<file path="src/verilog/des_tables_pkg.sv">
package des_tables_pkg;

	// entries are 1-based source bit positions counted from the MSB

	localparam int IP_TABLE [64] = '{
		58, 50, 42, 34, 26, 18, 10,  2,
		60, 52, 44, 36, 28, 20, 12,  4,
		62, 54, 46, 38, 30, 22, 14,  6,
		64, 56, 48, 40, 32, 24, 16,  8,
		57, 49, 41, 33, 25, 17,  9,  1,
		59, 51, 43, 35, 27, 19, 11,  3,
		61, 53, 45, 37, 29, 21, 13,  5,
		63, 55, 47, 39, 31, 23, 15,  7
	};

	localparam int FP_TABLE [64] = '{
		40,  8, 48, 16, 56, 24, 64, 32,
		39,  7, 47, 15, 55, 23, 63, 31,
		38,  6, 46, 14, 54, 22, 62, 30,
		37,  5, 45, 13, 53, 21, 61, 29,
		36,  4, 44, 12, 52, 20, 60, 28,
		35,  3, 43, 11, 51, 19, 59, 27,
		34,  2, 42, 10, 50, 18, 58, 26,
		33,  1, 41,  9, 49, 17, 57, 25
	};

	// parity bits 8, 16, .. 64 never appear
	localparam int PC1_TABLE [56] = '{
		57, 49, 41, 33, 25, 17,  9,
		 1, 58, 50, 42, 34, 26, 18,
		10,  2, 59, 51, 43, 35, 27,
		19, 11,  3, 60, 52, 44, 36,
		63, 55, 47, 39, 31, 23, 15,
		 7, 62, 54, 46, 38, 30, 22,
		14,  6, 61, 53, 45, 37, 29,
		21, 13,  5, 28, 20, 12,  4
	};

	localparam int PC2_TABLE [48] = '{
		14, 17, 11, 24,  1,  5,
		 3, 28, 15,  6, 21, 10,
		23, 19, 12,  4, 26,  8,
		16,  7, 27, 20, 13,  2,
		41, 52, 31, 37, 47, 55,
		30, 40, 51, 45, 33, 48,
		44, 49, 39, 56, 34, 53,
		46, 42, 50, 36, 29, 32
	};

	localparam int E_TABLE [48] = '{
		32,  1,  2,  3,  4,  5,
		 4,  5,  6,  7,  8,  9,
		 8,  9, 10, 11, 12, 13,
		12, 13, 14, 15, 16, 17,
		16, 17, 18, 19, 20, 21,
		20, 21, 22, 23, 24, 25,
		24, 25, 26, 27, 28, 29,
		28, 29, 30, 31, 32,  1
	};

	localparam int P_TABLE [32] = '{
		16,  7, 20, 21, 29, 12, 28, 17,
		 1, 15, 23, 26,  5, 18, 31, 10,
		 2,  8, 24, 14, 32, 27,  3,  9,
		19, 13, 30,  6, 22, 11,  4, 25
	};

	// index is {row, col}, row from the outer bits of the group
	localparam logic [3:0] SBOX [8][64] = '{
		'{
			14,  4, 13,  1,  2, 15, 11,  8,  3, 10,  6, 12,  5,  9,  0,  7,
			 0, 15,  7,  4, 14,  2, 13,  1, 10,  6, 12, 11,  9,  5,  3,  8,
			 4,  1, 14,  8, 13,  6,  2, 11, 15, 12,  9,  7,  3, 10,  5,  0,
			15, 12,  8,  2,  4,  9,  1,  7,  5, 11,  3, 14, 10,  0,  6, 13
		},
		'{
			15,  1,  8, 14,  6, 11,  3,  4,  9,  7,  2, 13, 12,  0,  5, 10,
			 3, 13,  4,  7, 15,  2,  8, 14, 12,  0,  1, 10,  6,  9, 11,  5,
			 0, 14,  7, 11, 10,  4, 13,  1,  5,  8, 12,  6,  9,  3,  2, 15,
			13,  8, 10,  1,  3, 15,  4,  2, 11,  6,  7, 12,  0,  5, 14,  9
		},
		'{
			10,  0,  9, 14,  6,  3, 15,  5,  1, 13, 12,  7, 11,  4,  2,  8,
			13,  7,  0,  9,  3,  4,  6, 10,  2,  8,  5, 14, 12, 11, 15,  1,
			13,  6,  4,  9,  8, 15,  3,  0, 11,  1,  2, 12,  5, 10, 14,  7,
			 1, 10, 13,  0,  6,  9,  8,  7,  4, 15, 14,  3, 11,  5,  2, 12
		},
		'{
			 7, 13, 14,  3,  0,  6,  9, 10,  1,  2,  8,  5, 11, 12,  4, 15,
			13,  8, 11,  5,  6, 15,  0,  3,  4,  7,  2, 12,  1, 10, 14,  9,
			10,  6,  9,  0, 12, 11,  7, 13, 15,  1,  3, 14,  5,  2,  8,  4,
			 3, 15,  0,  6, 10,  1, 13,  8,  9,  4,  5, 11, 12,  7,  2, 14
		},
		'{
			 2, 12,  4,  1,  7, 10, 11,  6,  8,  5,  3, 15, 13,  0, 14,  9,
			14, 11,  2, 12,  4,  7, 13,  1,  5,  0, 15, 10,  3,  9,  8,  6,
			 4,  2,  1, 11, 10, 13,  7,  8, 15,  9, 12,  5,  6,  3,  0, 14,
			11,  8, 12,  7,  1, 14,  2, 13,  6, 15,  0,  9, 10,  4,  5,  3
		},
		'{
			12,  1, 10, 15,  9,  2,  6,  8,  0, 13,  3,  4, 14,  7,  5, 11,
			10, 15,  4,  2,  7, 12,  9,  5,  6,  1, 13, 14,  0, 11,  3,  8,
			 9, 14, 15,  5,  2,  8, 12,  3,  7,  0,  4, 10,  1, 13, 11,  6,
			 4,  3,  2, 12,  9,  5, 15, 10, 11, 14,  1,  7,  6,  0,  8, 13
		},
		'{
			 4, 11,  2, 14, 15,  0,  8, 13,  3, 12,  9,  7,  5, 10,  6,  1,
			13,  0, 11,  7,  4,  9,  1, 10, 14,  3,  5, 12,  2, 15,  8,  6,
			 1,  4, 11, 13, 12,  3,  7, 14, 10, 15,  6,  8,  0,  5,  9,  2,
			 6, 11, 13,  8,  1,  4, 10,  7,  9,  5,  0, 15, 14,  2,  3, 12
		},
		'{
			13,  2,  8,  4,  6, 15, 11,  1, 10,  9,  3, 14,  5,  0, 12,  7,
			 1, 15, 13,  8, 10,  3,  7,  4, 12,  5,  6, 11,  0, 14,  9,  2,
			 7, 11,  4,  1,  9, 12, 14,  2,  0,  6, 10, 13, 15,  3,  5,  8,
			 2,  1, 14,  7,  4, 10,  8, 13, 15, 12,  9,  0,  3,  5,  6, 11
		}
	};

	// rounds 0, 1, 8 and 15 rotate by one place, the rest by two
	localparam logic [15:0] SHIFT_ONE_MASK = 16'b1000_0001_0000_0011;

endpackage

</file>
<file path="src/verilog/des_types_pkg.sv">
package des_types_pkg;

	localparam int NUM_ROUNDS = 16;

	typedef logic [63:0] block_t;
	typedef logic [63:0] key_t;   // includes the 8 parity bits
	typedef logic [55:0] cd_t;    // C in [55:28], D in [27:0]
	typedef logic [31:0] half_t;
	typedef logic [47:0] subkey_t;
	typedef logic [3:0]  round_idx_t;

	typedef enum logic
	{
		MODE_ENCRYPT = 1'b0,
		MODE_DECRYPT = 1'b1
	} des_mode_e;

	typedef enum logic [1:0]
	{
		ST_IDLE   = 2'd0,
		ST_ROUND  = 2'd1,
		ST_OUTPUT = 2'd2
	} des_state_e;

	// broadcast from the sequencer to key schedule and block path
	typedef struct packed
	{
		logic       load;
		logic       active;
		logic       decrypt;
		round_idx_t idx;     // encrypt numbering in both modes
		logic       last;
	} round_ctl_t;

endpackage
</file>
<file path="src/verilog/des_block_path.sv">
`timescale 1ns/1ps

module des_block_path
	import des_types_pkg::*;
	import des_tables_pkg::*;
(
	input  logic       clk,
	input  logic       rst,
	input  round_ctl_t i_ctl,
	input  block_t     i_block,
	input  half_t      i_f,
	output half_t      o_right,
	input  logic       o_valid_window,
	output block_t     o_block
);

	half_t  l_q;
	half_t  r_q;
	half_t  xor_f;
	block_t ip_block;
	block_t lr_fp;

	always_comb
	begin
		for (int i = 0; i < 64; i++)
			ip_block[63 - i] = i_block[64 - IP_TABLE[i]];
	end

	// L/R already sit in R16 L16 order after the unswapped last round
	always_comb
	begin
		for (int i = 0; i < 64; i++)
			lr_fp[63 - i] = {l_q, r_q}[64 - FP_TABLE[i]];
	end

	assign xor_f   = l_q ^ i_f;
	assign o_right = r_q;

	always_ff @(posedge clk or posedge rst)
	begin
		if (rst)
		begin
			l_q <= '0;
			r_q <= '0;
		end
		else if (i_ctl.load)
		begin
			l_q <= ip_block[63:32];
			r_q <= ip_block[31:0];
		end
		else if (i_ctl.active)
		begin
			if (i_ctl.last)
			begin
				l_q <= xor_f; // no swap, R kept
			end
			else
			begin
				l_q <= r_q;
				r_q <= xor_f;
			end
		end
	end

	assign o_block = o_valid_window ? lr_fp : '0;

endmodule

</file>
<file path="src/verilog/des_core.sv">
`timescale 1ns/1ps

module des_core
	import des_types_pkg::*;
(
	input  logic      clk,
	input  logic      rst,
	input  logic      i_start,
	input  des_mode_e i_mode,
	input  key_t      i_key,
	input  block_t    i_block,
	output logic      o_valid,
	output block_t    o_block
);

	round_ctl_t ctl;
	subkey_t    subkey;
	half_t      right;
	half_t      f_out;
	logic       valid;

	des_ctrl u_ctrl (
		.clk     (clk),
		.rst     (rst),
		.i_start (i_start),
		.i_mode  (i_mode),
		.o_ctl   (ctl),
		.o_valid (valid)
	);

	des_key_schedule u_key_schedule (
		.clk      (clk),
		.rst      (rst),
		.i_ctl    (ctl),
		.i_key    (i_key),
		.o_subkey (subkey)
	);

	des_feistel u_feistel (
		.i_right  (right),
		.i_subkey (subkey),
		.o_f      (f_out)
	);

	// the same valid gates the output block
	des_block_path u_block_path (
		.clk            (clk),
		.rst            (rst),
		.i_ctl          (ctl),
		.i_block        (i_block),
		.i_f            (f_out),
		.o_right        (right),
		.o_valid_window (valid),
		.o_block        (o_block)
	);

	assign o_valid = valid;

endmodule

</file>
<file path="src/verilog/des_ctrl.sv">
`timescale 1ns/1ps

module des_ctrl
	import des_types_pkg::*;
(
	input  logic       clk,
	input  logic       rst,
	input  logic       i_start,
	input  des_mode_e  i_mode,
	output round_ctl_t o_ctl,
	output logic       o_valid
);

	des_state_e state;
	des_mode_e  mode_q;
	round_idx_t cnt;
	logic       at_end;

	// decrypt walks the rounds backwards
	assign at_end = (mode_q == MODE_DECRYPT) ? (cnt == '0) :
		(cnt == round_idx_t'(NUM_ROUNDS - 1));

	always_ff @(posedge clk or posedge rst)
	begin
		if (rst)
		begin
			state  <= ST_IDLE;
			mode_q <= MODE_ENCRYPT;
			cnt    <= '0;
		end
		else
		begin
			case (state)
				ST_IDLE:
				begin
					if (i_start)
					begin
						state  <= ST_ROUND;
						mode_q <= i_mode;
						cnt    <= (i_mode == MODE_DECRYPT) ? round_idx_t'(NUM_ROUNDS - 1) : '0;
					end
				end
				ST_ROUND:
				begin
					if (at_end)
						state <= ST_OUTPUT;
					else if (mode_q == MODE_DECRYPT)
						cnt <= cnt - 4'd1;
					else
						cnt <= cnt + 4'd1;
				end
				ST_OUTPUT: state <= ST_IDLE; // result shown for one cycle only
				default:   state <= ST_IDLE;
			endcase
		end
	end

	always_comb
	begin
		o_ctl.load    = (state == ST_IDLE) && i_start; // busy starts fall through here
		o_ctl.active  = (state == ST_ROUND);
		o_ctl.decrypt = (mode_q == MODE_DECRYPT);
		o_ctl.idx     = cnt;
		o_ctl.last    = (state == ST_ROUND) && at_end;
	end

	assign o_valid = (state == ST_OUTPUT);

endmodule

</file>
<file path="src/verilog/des_feistel.sv">
`timescale 1ns/1ps

module des_feistel
	import des_types_pkg::*;
	import des_tables_pkg::*;
(
	input  half_t   i_right,
	input  subkey_t i_subkey,
	output half_t   o_f
);

	subkey_t expanded;
	subkey_t mixed;
	half_t   sbox_out;

	always_comb
	begin
		for (int i = 0; i < 48; i++)
			expanded[47 - i] = i_right[32 - E_TABLE[i]];
	end

	assign mixed = expanded ^ i_subkey;

	// box 0 takes the top six bits
	for (genvar b = 0; b < 8; b++)
	begin : g_sbox
		logic [5:0] grp;

		assign grp = mixed[47 - 6 * b -: 6];
		assign sbox_out[31 - 4 * b -: 4] = SBOX[b][{grp[5], grp[0], grp[4:1]}];
	end

	always_comb
	begin
		for (int i = 0; i < 32; i++)
			o_f[31 - i] = sbox_out[32 - P_TABLE[i]];
	end

endmodule

</file>
<file path="src/verilog/des_key_schedule.sv">
`timescale 1ns/1ps

module des_key_schedule
	import des_types_pkg::*;
	import des_tables_pkg::*;
(
	input  logic       clk,
	input  logic       rst,
	input  round_ctl_t i_ctl,
	input  key_t       i_key,
	output subkey_t    o_subkey
);

	cd_t         cd_q;
	cd_t         pc1_key;
	cd_t         cd_rot_l;
	cd_t         cd_rot_r;
	cd_t         sub_src;
	logic [27:0] c_half;
	logic [27:0] d_half;
	logic        one_place;

	assign c_half    = cd_q[55:28];
	assign d_half    = cd_q[27:0];
	assign one_place = SHIFT_ONE_MASK[i_ctl.idx];

	always_comb
	begin
		for (int i = 0; i < 56; i++)
			pc1_key[55 - i] = i_key[64 - PC1_TABLE[i]];
	end

	// both halves rotate by the same amount
	assign cd_rot_l = one_place ?
		{c_half[26:0], c_half[27], d_half[26:0], d_half[27]} :
		{c_half[25:0], c_half[27:26], d_half[25:0], d_half[27:26]};
	assign cd_rot_r = one_place ?
		{c_half[0], c_half[27:1], d_half[0], d_half[27:1]} :
		{c_half[1:0], c_half[27:2], d_half[1:0], d_half[27:2]};

	// encrypt rotates before selection, decrypt after
	assign sub_src = i_ctl.decrypt ? cd_q : cd_rot_l;

	always_comb
	begin
		for (int i = 0; i < 48; i++)
			o_subkey[47 - i] = sub_src[56 - PC2_TABLE[i]];
	end

	always_ff @(posedge clk or posedge rst)
	begin
		if (rst)
			cd_q <= '0;
		else if (i_ctl.load)
			cd_q <= pc1_key;
		else if (i_ctl.active)
			cd_q <= i_ctl.decrypt ? cd_rot_r : cd_rot_l;
	end

endmodule

</file>
<file path="config.mk">
export PLATFORM = sky130hd
export DESIGN_NAME = des_core
export DESIGN_NICKNAME = d
export VERILOG_FILES = /design/src/verilog/des_tables_pkg.sv /design/src/verilog/des_types_pkg.sv /design/src/verilog/des_block_path.sv /design/src/verilog/des_core.sv /design/src/verilog/des_ctrl.sv /design/src/verilog/des_feistel.sv /design/src/verilog/des_key_schedule.sv
export SDC_FILE = /design/constraint.sdc
export NUM_CORES = 1
export LEC_CHECK = 0
export BUFFER_PORTS_ARGS = -buffer_cell sky130_fd_sc_hd__buf_4
export CORE_MARGIN = 2
export CORE_UTILIZATION = 31
export CTS_BUF_LIST = sky130_fd_sc_hd__clkbuf_8 sky130_fd_sc_hd__clkbuf_16
export DETAILED_ROUTE_END_ITERATION = 7
export HOLD_SLACK_MARGIN = 0.12
export PLACE_DENSITY_LB_ADDON = 0.3
export SYNTH_ARGS = -nofsm -noshare
export SYNTH_HDL_FRONTEND = slang
export SYNTH_SLANG_ARGS = --single-unit
</file>
<file path="constraint.sdc">
create_clock -name clk -period 4.4 [get_ports clk]
set_clock_uncertainty 0.05 [all_clocks]
set_input_delay 0.22 -clock clk [delete_from_list [all_inputs] [get_ports clk]]
set_output_delay 0.22 -clock clk [all_outputs]
set_load 0.05 [all_outputs]
</file>
**After elaboration in Yosys (flattened, before gate mapping)**

Memory sizes are Yosys's and may differ from the RTL's.
Cells that the tools add are included.

- Flip-flop bits (word level): 127
- Output and inout port bits: 65
- Bits of input ports: 132
- Word-level logic and storage cells: 92
- Bits in read-only memories: 2064
- Memories kept: 9

Memories:

| name | words | width | read ports | clocked after memory_dff | write ports | RTL line | text |
|---|---|---|---|---|---|---|---|
| (no name shown) | 64 | 4 | 1 | 0 | 0 | des_feistel.sv:30 | `assign sbox_out[31 - 4 * b -: 4] = SBOX[b][{grp[5], grp[0], grp[4:1]}];` |
| (no name shown) | 64 | 4 | 1 | 0 | 0 | des_feistel.sv:30 |  |
| (no name shown) | 64 | 4 | 1 | 0 | 0 | des_feistel.sv:30 |  |
| (no name shown) | 64 | 4 | 1 | 0 | 0 | des_feistel.sv:30 |  |
| (no name shown) | 64 | 4 | 1 | 0 | 0 | des_feistel.sv:30 |  |
| (no name shown) | 64 | 4 | 1 | 0 | 0 | des_feistel.sv:30 |  |
| +3 memories | - | - | - | - | - | - |  |

- Add/sub/neg operators: 2
- Reductions and logical operators: 10
- Bitwise gates (word level): 10
- Order comparisons: 9
- Mux-type cells: 39
- Equality and inequality tests: 7

Operator list:

| cell | count |
|---|---|
| two-way mux 56 bit | 6 |
| two-way mux 32 bit | 6 |
| two-way mux 4 bit | 20 |
| two-way mux 64 bit | 1 |
| greater-or-equal comparator 7 bit, second input constant | 8 |
| inverter 6 -> 7 bit | 8 |
| bitwise XOR 48 bit | 1 |
| bitwise XOR 32 bit | 1 |
| one-hot mux 4 bit (2 select lines) | 1 |
| AND reduction 2 bit | 3 |
| < comparator 4 x 5 -> 1 bit, second input constant | 1 |
| adder 4 x 1 -> 4 bit, second input constant | 1 |
| == test 4 bit, second input constant | 1 |
| logical NOT 4 bit | 1 |
| two-way mux 2 bit | 2 |
| != test 2 x 1 -> 1 bit, second input constant | 2 |
| != test 2 bit, second input constant | 2 |
| one-hot mux 2 bit (2 select lines) | 1 |
| nonzero test 2 bit | 2 |
| subtractor 4 x 1 -> 4 bit, second input constant | 1 |
| AND reduction 3 bit | 1 |
| == test 2 x 1 -> 1 bit, second input constant | 1 |
| == test 2 bit, second input constant | 1 |
| logical AND 1 bit | 2 |
| other kinds (2) | 3 |

**Longest topological paths before layout**

- Word-level depth: 13
- Gate-level depth with buffers: 18
- Gate-level depth less buffers: 14

**Cells and area by module**

A second synthesis with hierarchy kept.

- Cell total of the unflattened synthesis: 1836
- Area, all modules: 15185.8 um2

Modules (own cells, without submodules):

| module | area an instance (um2) | seq. area each (um2) | cells each | times used |
|---|---|---|---|---|
| des_feistel | 5236.3 | 0.0 | 675 | 1 |
| des_key_schedule | 4964.8 | 1401.3 | 616 | 1 |
| des_block_path | 4505.6 | 1601.5 | 496 | 1 |
| des_ctrl | 479.2 | 175.2 | 49 | 1 |

**Least setup slack after synthesis**

No wires, ideal clock.

- Path kind: register to register
- From: register u_ctrl.cnt[3]
- To: register u_block_path.r_q[2], in the netlist u_block_path.o_right[2]
- Buffers on the path: 3
- Arrival: 3.458 ns
- Library setup time: 0.126 ns
- Required time: 4.224 ns
- Stages on the path, launching flop included: 15
- Clock period less this slack: 3.634 ns
- Setup slack: 0.766 ns
- Cells stage by stage: dfrtp_1 buf_6 a211o_1 buf_6 and3_1 or4_1 nand2_2 ha_1 clkbuf_1 or3_1 a311oi_1 a211oi_1 a21oi_1 xnor2_1 a221o_1

- Longest elaborated chain between the ends: 13
- Elaborated cells between the ends (all ways): 19
- Those cells by class: 2 x eq/ne; 9 x mux; 3 x bitwise; 3 x reduce/logical; 2 x memory

Ends and longest elaborated chain:

| element | RTL line | text |
|---|---|---|
| start, declared | des_ctrl.sv:16 | `round_idx_t cnt;` |
| start signal, assigned | des_ctrl.sv:40 | `cnt <= (i_mode == MODE_DECRYPT) ? round_idx_t'(NUM_ROUNDS - 1) : '0;` |
| start signal, assigned | des_ctrl.sv:48 | `cnt <= cnt - 4'd1;` |
| start signal, assigned | des_ctrl.sv:50 | `cnt <= cnt + 4'd1;` |
| memory (16 x 1 bit) | - |  |
| two-way mux 1 bit (implied by the code) | des_key_schedule.sv:25 | `assign one_place = SHIFT_ONE_MASK[i_ctl.idx];` |
| two-way mux 56 bit | des_key_schedule.sv:34 | `assign cd_rot_l = one_place ?` |
| two-way mux 56 bit | des_key_schedule.sv:42 | `assign sub_src = i_ctl.decrypt ? cd_q : cd_rot_l;` |
| bitwise XOR 48 bit | des_feistel.sv:22 | `assign mixed = expanded ^ i_subkey;` |
| inverter 6 -> 7 bit (implied by the code) | des_feistel.sv:30 |  |
| memory (64 x 4 bit) | - |  |
| two-way mux 4 bit (implied by the code) (2 in a row) | des_feistel.sv:30 |  |
| bitwise XOR 32 bit | des_block_path.sv:36 | `assign xor_f = l_q ^ i_f;` |
| two-way mux 32 bit | des_block_path.sv:53 | `if (i_ctl.last)` |
| two-way mux 32 bit | des_block_path.sv:51 | `else if (i_ctl.active)` |
| two-way mux 32 bit | des_block_path.sv:46 | `else if (i_ctl.load)` |
| end signal, assigned | des_block_path.sv:49 | `r_q <= ip_block[31:0];` |
| end signal, assigned | des_block_path.sv:60 | `r_q <= xor_f;` |
| end, declared | des_block_path.sv:18 | `half_t r_q;` |

Several ways; a longest one is shown, not always the timed one. The select of a mux whose other input is x is not followed.
A chain may end at the register's enable or synchronous reset.

**Worst setup path after layout**

- From: register u_ctrl.cnt[0]
- To: register u_block_path.l_q[25]

- Longest elaborated chain between the ends: 13
- Elaborated cells between the ends (all ways): 17
- Those cells by class: 1 x eq/ne; 9 x mux; 3 x bitwise; 2 x reduce/logical; 2 x memory

Ends and longest elaborated chain:

| element | RTL line | text |
|---|---|---|
| memory (16 x 1 bit) | - |  |
| two-way mux 1 bit (implied by the code) | des_key_schedule.sv:25 |  |
| two-way mux 56 bit | des_key_schedule.sv:34 |  |
| two-way mux 56 bit | des_key_schedule.sv:42 |  |
| bitwise XOR 48 bit | des_feistel.sv:22 |  |
| inverter 6 -> 7 bit (implied by the code) | des_feistel.sv:30 |  |
| memory (64 x 4 bit) | - |  |
| two-way mux 4 bit (implied by the code) (2 in a row) | des_feistel.sv:30 |  |
| bitwise XOR 32 bit | des_block_path.sv:36 |  |
| two-way mux 32 bit (*) | des_block_path.sv:53 |  |
| two-way mux 32 bit (*) | des_block_path.sv:51 |  |
| two-way mux 32 bit (*) | des_block_path.sv:46 |  |
| end signal, assigned | des_block_path.sv:48 | `l_q <= ip_block[63:32];` |
| end signal, assigned | des_block_path.sv:55 | `l_q <= xor_f;` |
| end signal, assigned | des_block_path.sv:59 | `l_q <= r_q;` |
| end, declared | des_block_path.sv:17 | `half_t l_q;` |

Every way passes the cells marked *; elsewhere a longest branch is shown, timed or not. The select of a mux whose other input is x is not followed.

==> results.py <==
metrics = {
    "outcome": {
        "status": "complete, no violations",
    },
    "grt": {
        "grt_pass1_wl_mm": 100.3,
        "grt_antenna_before_repair": 3,
        "overflow": 0,
        "grt_pass1_vias": 16510,
        "grt.total_usage_pct": 25.39,
        "grt_start_max_net_pins": 113,
    },
    "critical_path": {
        "cp_max_fo": 17,
        "worstPathArrival_ns": 4.51,
        "cp_top_family": "compound AO/OA/AOI/OAI gates",
        "crit_required_ns": 4.74,
        "slowest_stage": "dfrtp_1",
        "crit_chain": "a211o_2 > buf_4 > nand3_1 > a31oi_2 > xor2_2 > inv_1 > ha_1 > inv_1 > a21oi_1 > a21oi_1 > a221oi_1 > a32oi_1 > xnor2_1 > nand2_1 > a21oi_1",
        "cp_common_cell": "a21oi_1",
        "startpoint_type": "flop",
        "r2r_setup_slack_ns": 0.22,
        "ff2ff_path_depth": 15,
        "endpoint_kind": "flop",
        "max_stage_delay_ns": 0.51,
        "crit_cells": 15,
        "worst-setup-path-type": "reg -> reg",
        "cp_num_buf_inv": 3,
    },
    "hold_path": {
        "hold_path.class": "in -> reg",
        "whs_path_depth": 4,
    },
    "cts": {
        "cts_tree": "done",
        "root_buffer": "clkbuf_16",
        "cts.path.max_buffers": 2,
        "clk_pin_slew_worst_paths_ns": 0.06,
        "cts_sinks": 127,
        "htreeDepth": 4,
        "postCtsSetupRepairBufs": 0,
        "insertion_delay_ns": 0.46,
        "cts_buffers": 17,
    },
    "synthesis": {
        "seq_area_frac_synth_pct": 20.78,
        "synth_fa_ha_area_share_pct": 5.366,
        "yosysMostFrequentCell": "nand2_1",
        "yosys-top-cells-area": "dfrtp_1, nand2_1, ha_1",
        "syn_inst": 2059,
        "synthMuxAreaShare_pct": 4.581,
        "ys_types": 94,
        "syn_nets": 2256,
        "synth_top_area_share_pct": 20.78,
        "synth_seq_cells": 127,
        "syn_avg_cell_area_um2": 7.429,
        "synth_top_family_by_area": "compound AO/OA/AOI/OAI gates",
        "synth_top_area_cell": "dfrtp_1",
        "syn_area_um2": 15300,
        "synth_warnings": 0,
        "synth_xor_area_share_pct": 4.147,
        "synthArstFlopShare_pct": 100.0,
        "synth_simple_gate_area_share_pct": 26.54,
        "synth_compound_area_share_pct": 31.87,
        "synthTopCellsByCount": "nand2_1, nor2_1, a21oi_1, o21ai_0, dfrtp_1",
        "synth-edff-count": 0,
        "synth_ff_type": "dfrtp_1",
    },
    "routing": {
        "wl_per_cell_um": 21.95,
        "wl_met1_mm": 31.34,
        "wl_met2_mm": 28.02,
        "drtIter0Drc": 2152,
        "drt_pass1_iterations": 6,
        "top_layer_used": "met4",
        "drc": 0,
        "vias": 17880,
        "vias_per_cell": 5.954,
        "postRouteAntennaNets": 0,
        "routed_wl_mm": 65.90,
        "met3WireLength_mm": 5.114,
    },
    "timing": {
        "finalSetupViolCount": 0,
        "slew_headroom_pct": 27.24,
        "slew_viol_final": 0,
        "final_hold_viol_count": 0,
        "fmax_mhz": 239.5,
        "period_share_pct": 94.90,
        "fin_tns_setup_ns": 0,
        "tightestPinTransition_ns": 1.091,
        "rsz0062_at_grt": "no",
        "min_period_ns": 4.176,
    },
    "finish": {
        "drive_gt1_share_pct": 18.91,
        "finish.net_count": 2521,
        "area_growth_pct": 26.94,
    },
    "floorplan": {
        "num_rows": 81,
        "dieArea_um2": 51130,
        "core_area_um2": 48850,
        "fp.dieH_um": 226.1,
        "die_x_um": 226.1,
        "pin_count": 197,
        "initial_core_util_pct": 31.31,
    },
    "placement": {
        "dp_hpwl_mm": 49.59,
        "gp_congestion": 0.9486,
        "portBuffers": 188,
    },
    "run": {
        "maxCapViolations": 0,
    },
}
[cells by family (layout without fill, tap and decap cells)]
family,count (synthesis),after routing
fa+ha+maj,65,65
xor+xnor,63,63
mux,65,65
compound gates,701,701
other cells,0,2
simple gates,818,818
buf+inv,220,498
flops,127,127
[cell usage in the layout, fill, tap and decap left out, drive strengths merged, types with 16 or more instances in the layout]
| cell type | count |
|---|---|
| a211oi | 62 |
| a21oi | 135 |
| a221oi | 59 |
| a22oi | 20 |
| a31oi | 44 |
| and2 | 75 |
| and3 | 17 |
| buf | 304 |
| clkbuf | 20 |
| dfrtp | 127 |
| dlygate4sd3 | 112 |
| ha | 64 |
| inv | 52 |
| mux2i | 55 |
| nand2 | 305 |
| nand3 | 65 |
| nand4 | 16 |
| nor2 | 144 |
| nor3 | 63 |
| nor4 | 41 |
| o2111ai | 16 |
| o211ai | 34 |
| o21ai | 146 |
| o22ai | 21 |
| o31a | 16 |
| o31ai | 26 |
| or3 | 30 |
| or4 | 26 |
| xnor2 | 45 |
| xor2 | 18 |
[flip-flops by register name, indices dropped and copies added, names as in the netlist]
register and flops:
u_ctrl.mode_q 1, u_ctrl.state 2, u_key_schedule.cd_q 56, u_ctrl.cnt 4, u_block_path.o_right 32, u_block_path.l_q 32
[final timing paths]
| kind | start | endpoint |
|---|---|---|
| setup / recovery | u_ctrl.cnt[0]$_DFFE_PP0P_ | u_block_path.l_q[25]$_DFFE_PP0P_ |
| hold / removal | i_block[38] | u_block_path.l_q[27]$_DFFE_PP0P_ |
| setup reg to reg | u_ctrl.cnt[0]$_DFFE_PP0P_ | u_block_path.l_q[25]$_DFFE_PP0P_ |
| hold reg to reg | u_key_schedule.cd_q[0]$_DFFE_PP0P_ | u_key_schedule.cd_q[0]$_DFFE_PP0P_ |
| max in group asynchronous | rst | u_block_path.l_q[13]$_DFFE_PP0P_ |
| min in group asynchronous | rst | u_key_schedule.cd_q[35]$_DFFE_PP0P_ |
[tightest hold or removal path, delay by kind of cell]
| kind | cells | cell delay, ns |
|---|---|---|
| simple gates | 1 | 0.10 |
| buf+inv | 1 | 0.09 |
| compound gates | 2 | 0.21 |
[per-stage QoR]
stage	setup WS [ns]	utilization (%)	cells	hold slack (ns)	area, µm²
2_1_floorplan	0.7457	-	2059	0.2837	15300
3_3_place_gp	0.2637	36.11	2857	0.2544	17640
3_5_place_dp	0.1621	36.11	2857	0.2608	17640
4_1_cts	0.1336	39.70	3001	0.1266	19390
5_1_grt	0.002389	39.74	3001	0.1775	19410
6_report	0.2243	39.75	3003	0.1562	19420
[area by class of cell]
cell class | count | area, µm²
Tap cell | 664 | 830.8
Fill cell | 5089 | 29430
Multi-Input combinational cell | 1712 | 11140
Sequential cell | 127 | 3179
Antenna cell | 2 | 5.005
Inverter | 50 | 192.7
Clock buffer | 20 | 466.7
Clock inverter | 12 | 166.4
Timing Repair Buffer | 416 | 3432
[what timing repair did]
action / 4_1_cts / 5_1_grt
endpoints found under the hold margin: 159 / 0
hold buffers: 112 / 0
gates resized for setup: 0 / 5
setup endpoints to repair: 0 / 23
[layer usage]
metal | up-vias | track usage (%)
met5 | - | 0
met4 | 0 | 6.876
met3 | 75 | 4.398
met2 | 808 | 37.64
met1 | 8699 | 37.54
li1 | 8298 | -
Power is not shown: default switching activity piles up to over one toggle a cycle in this logic, so the estimate is an artifact.
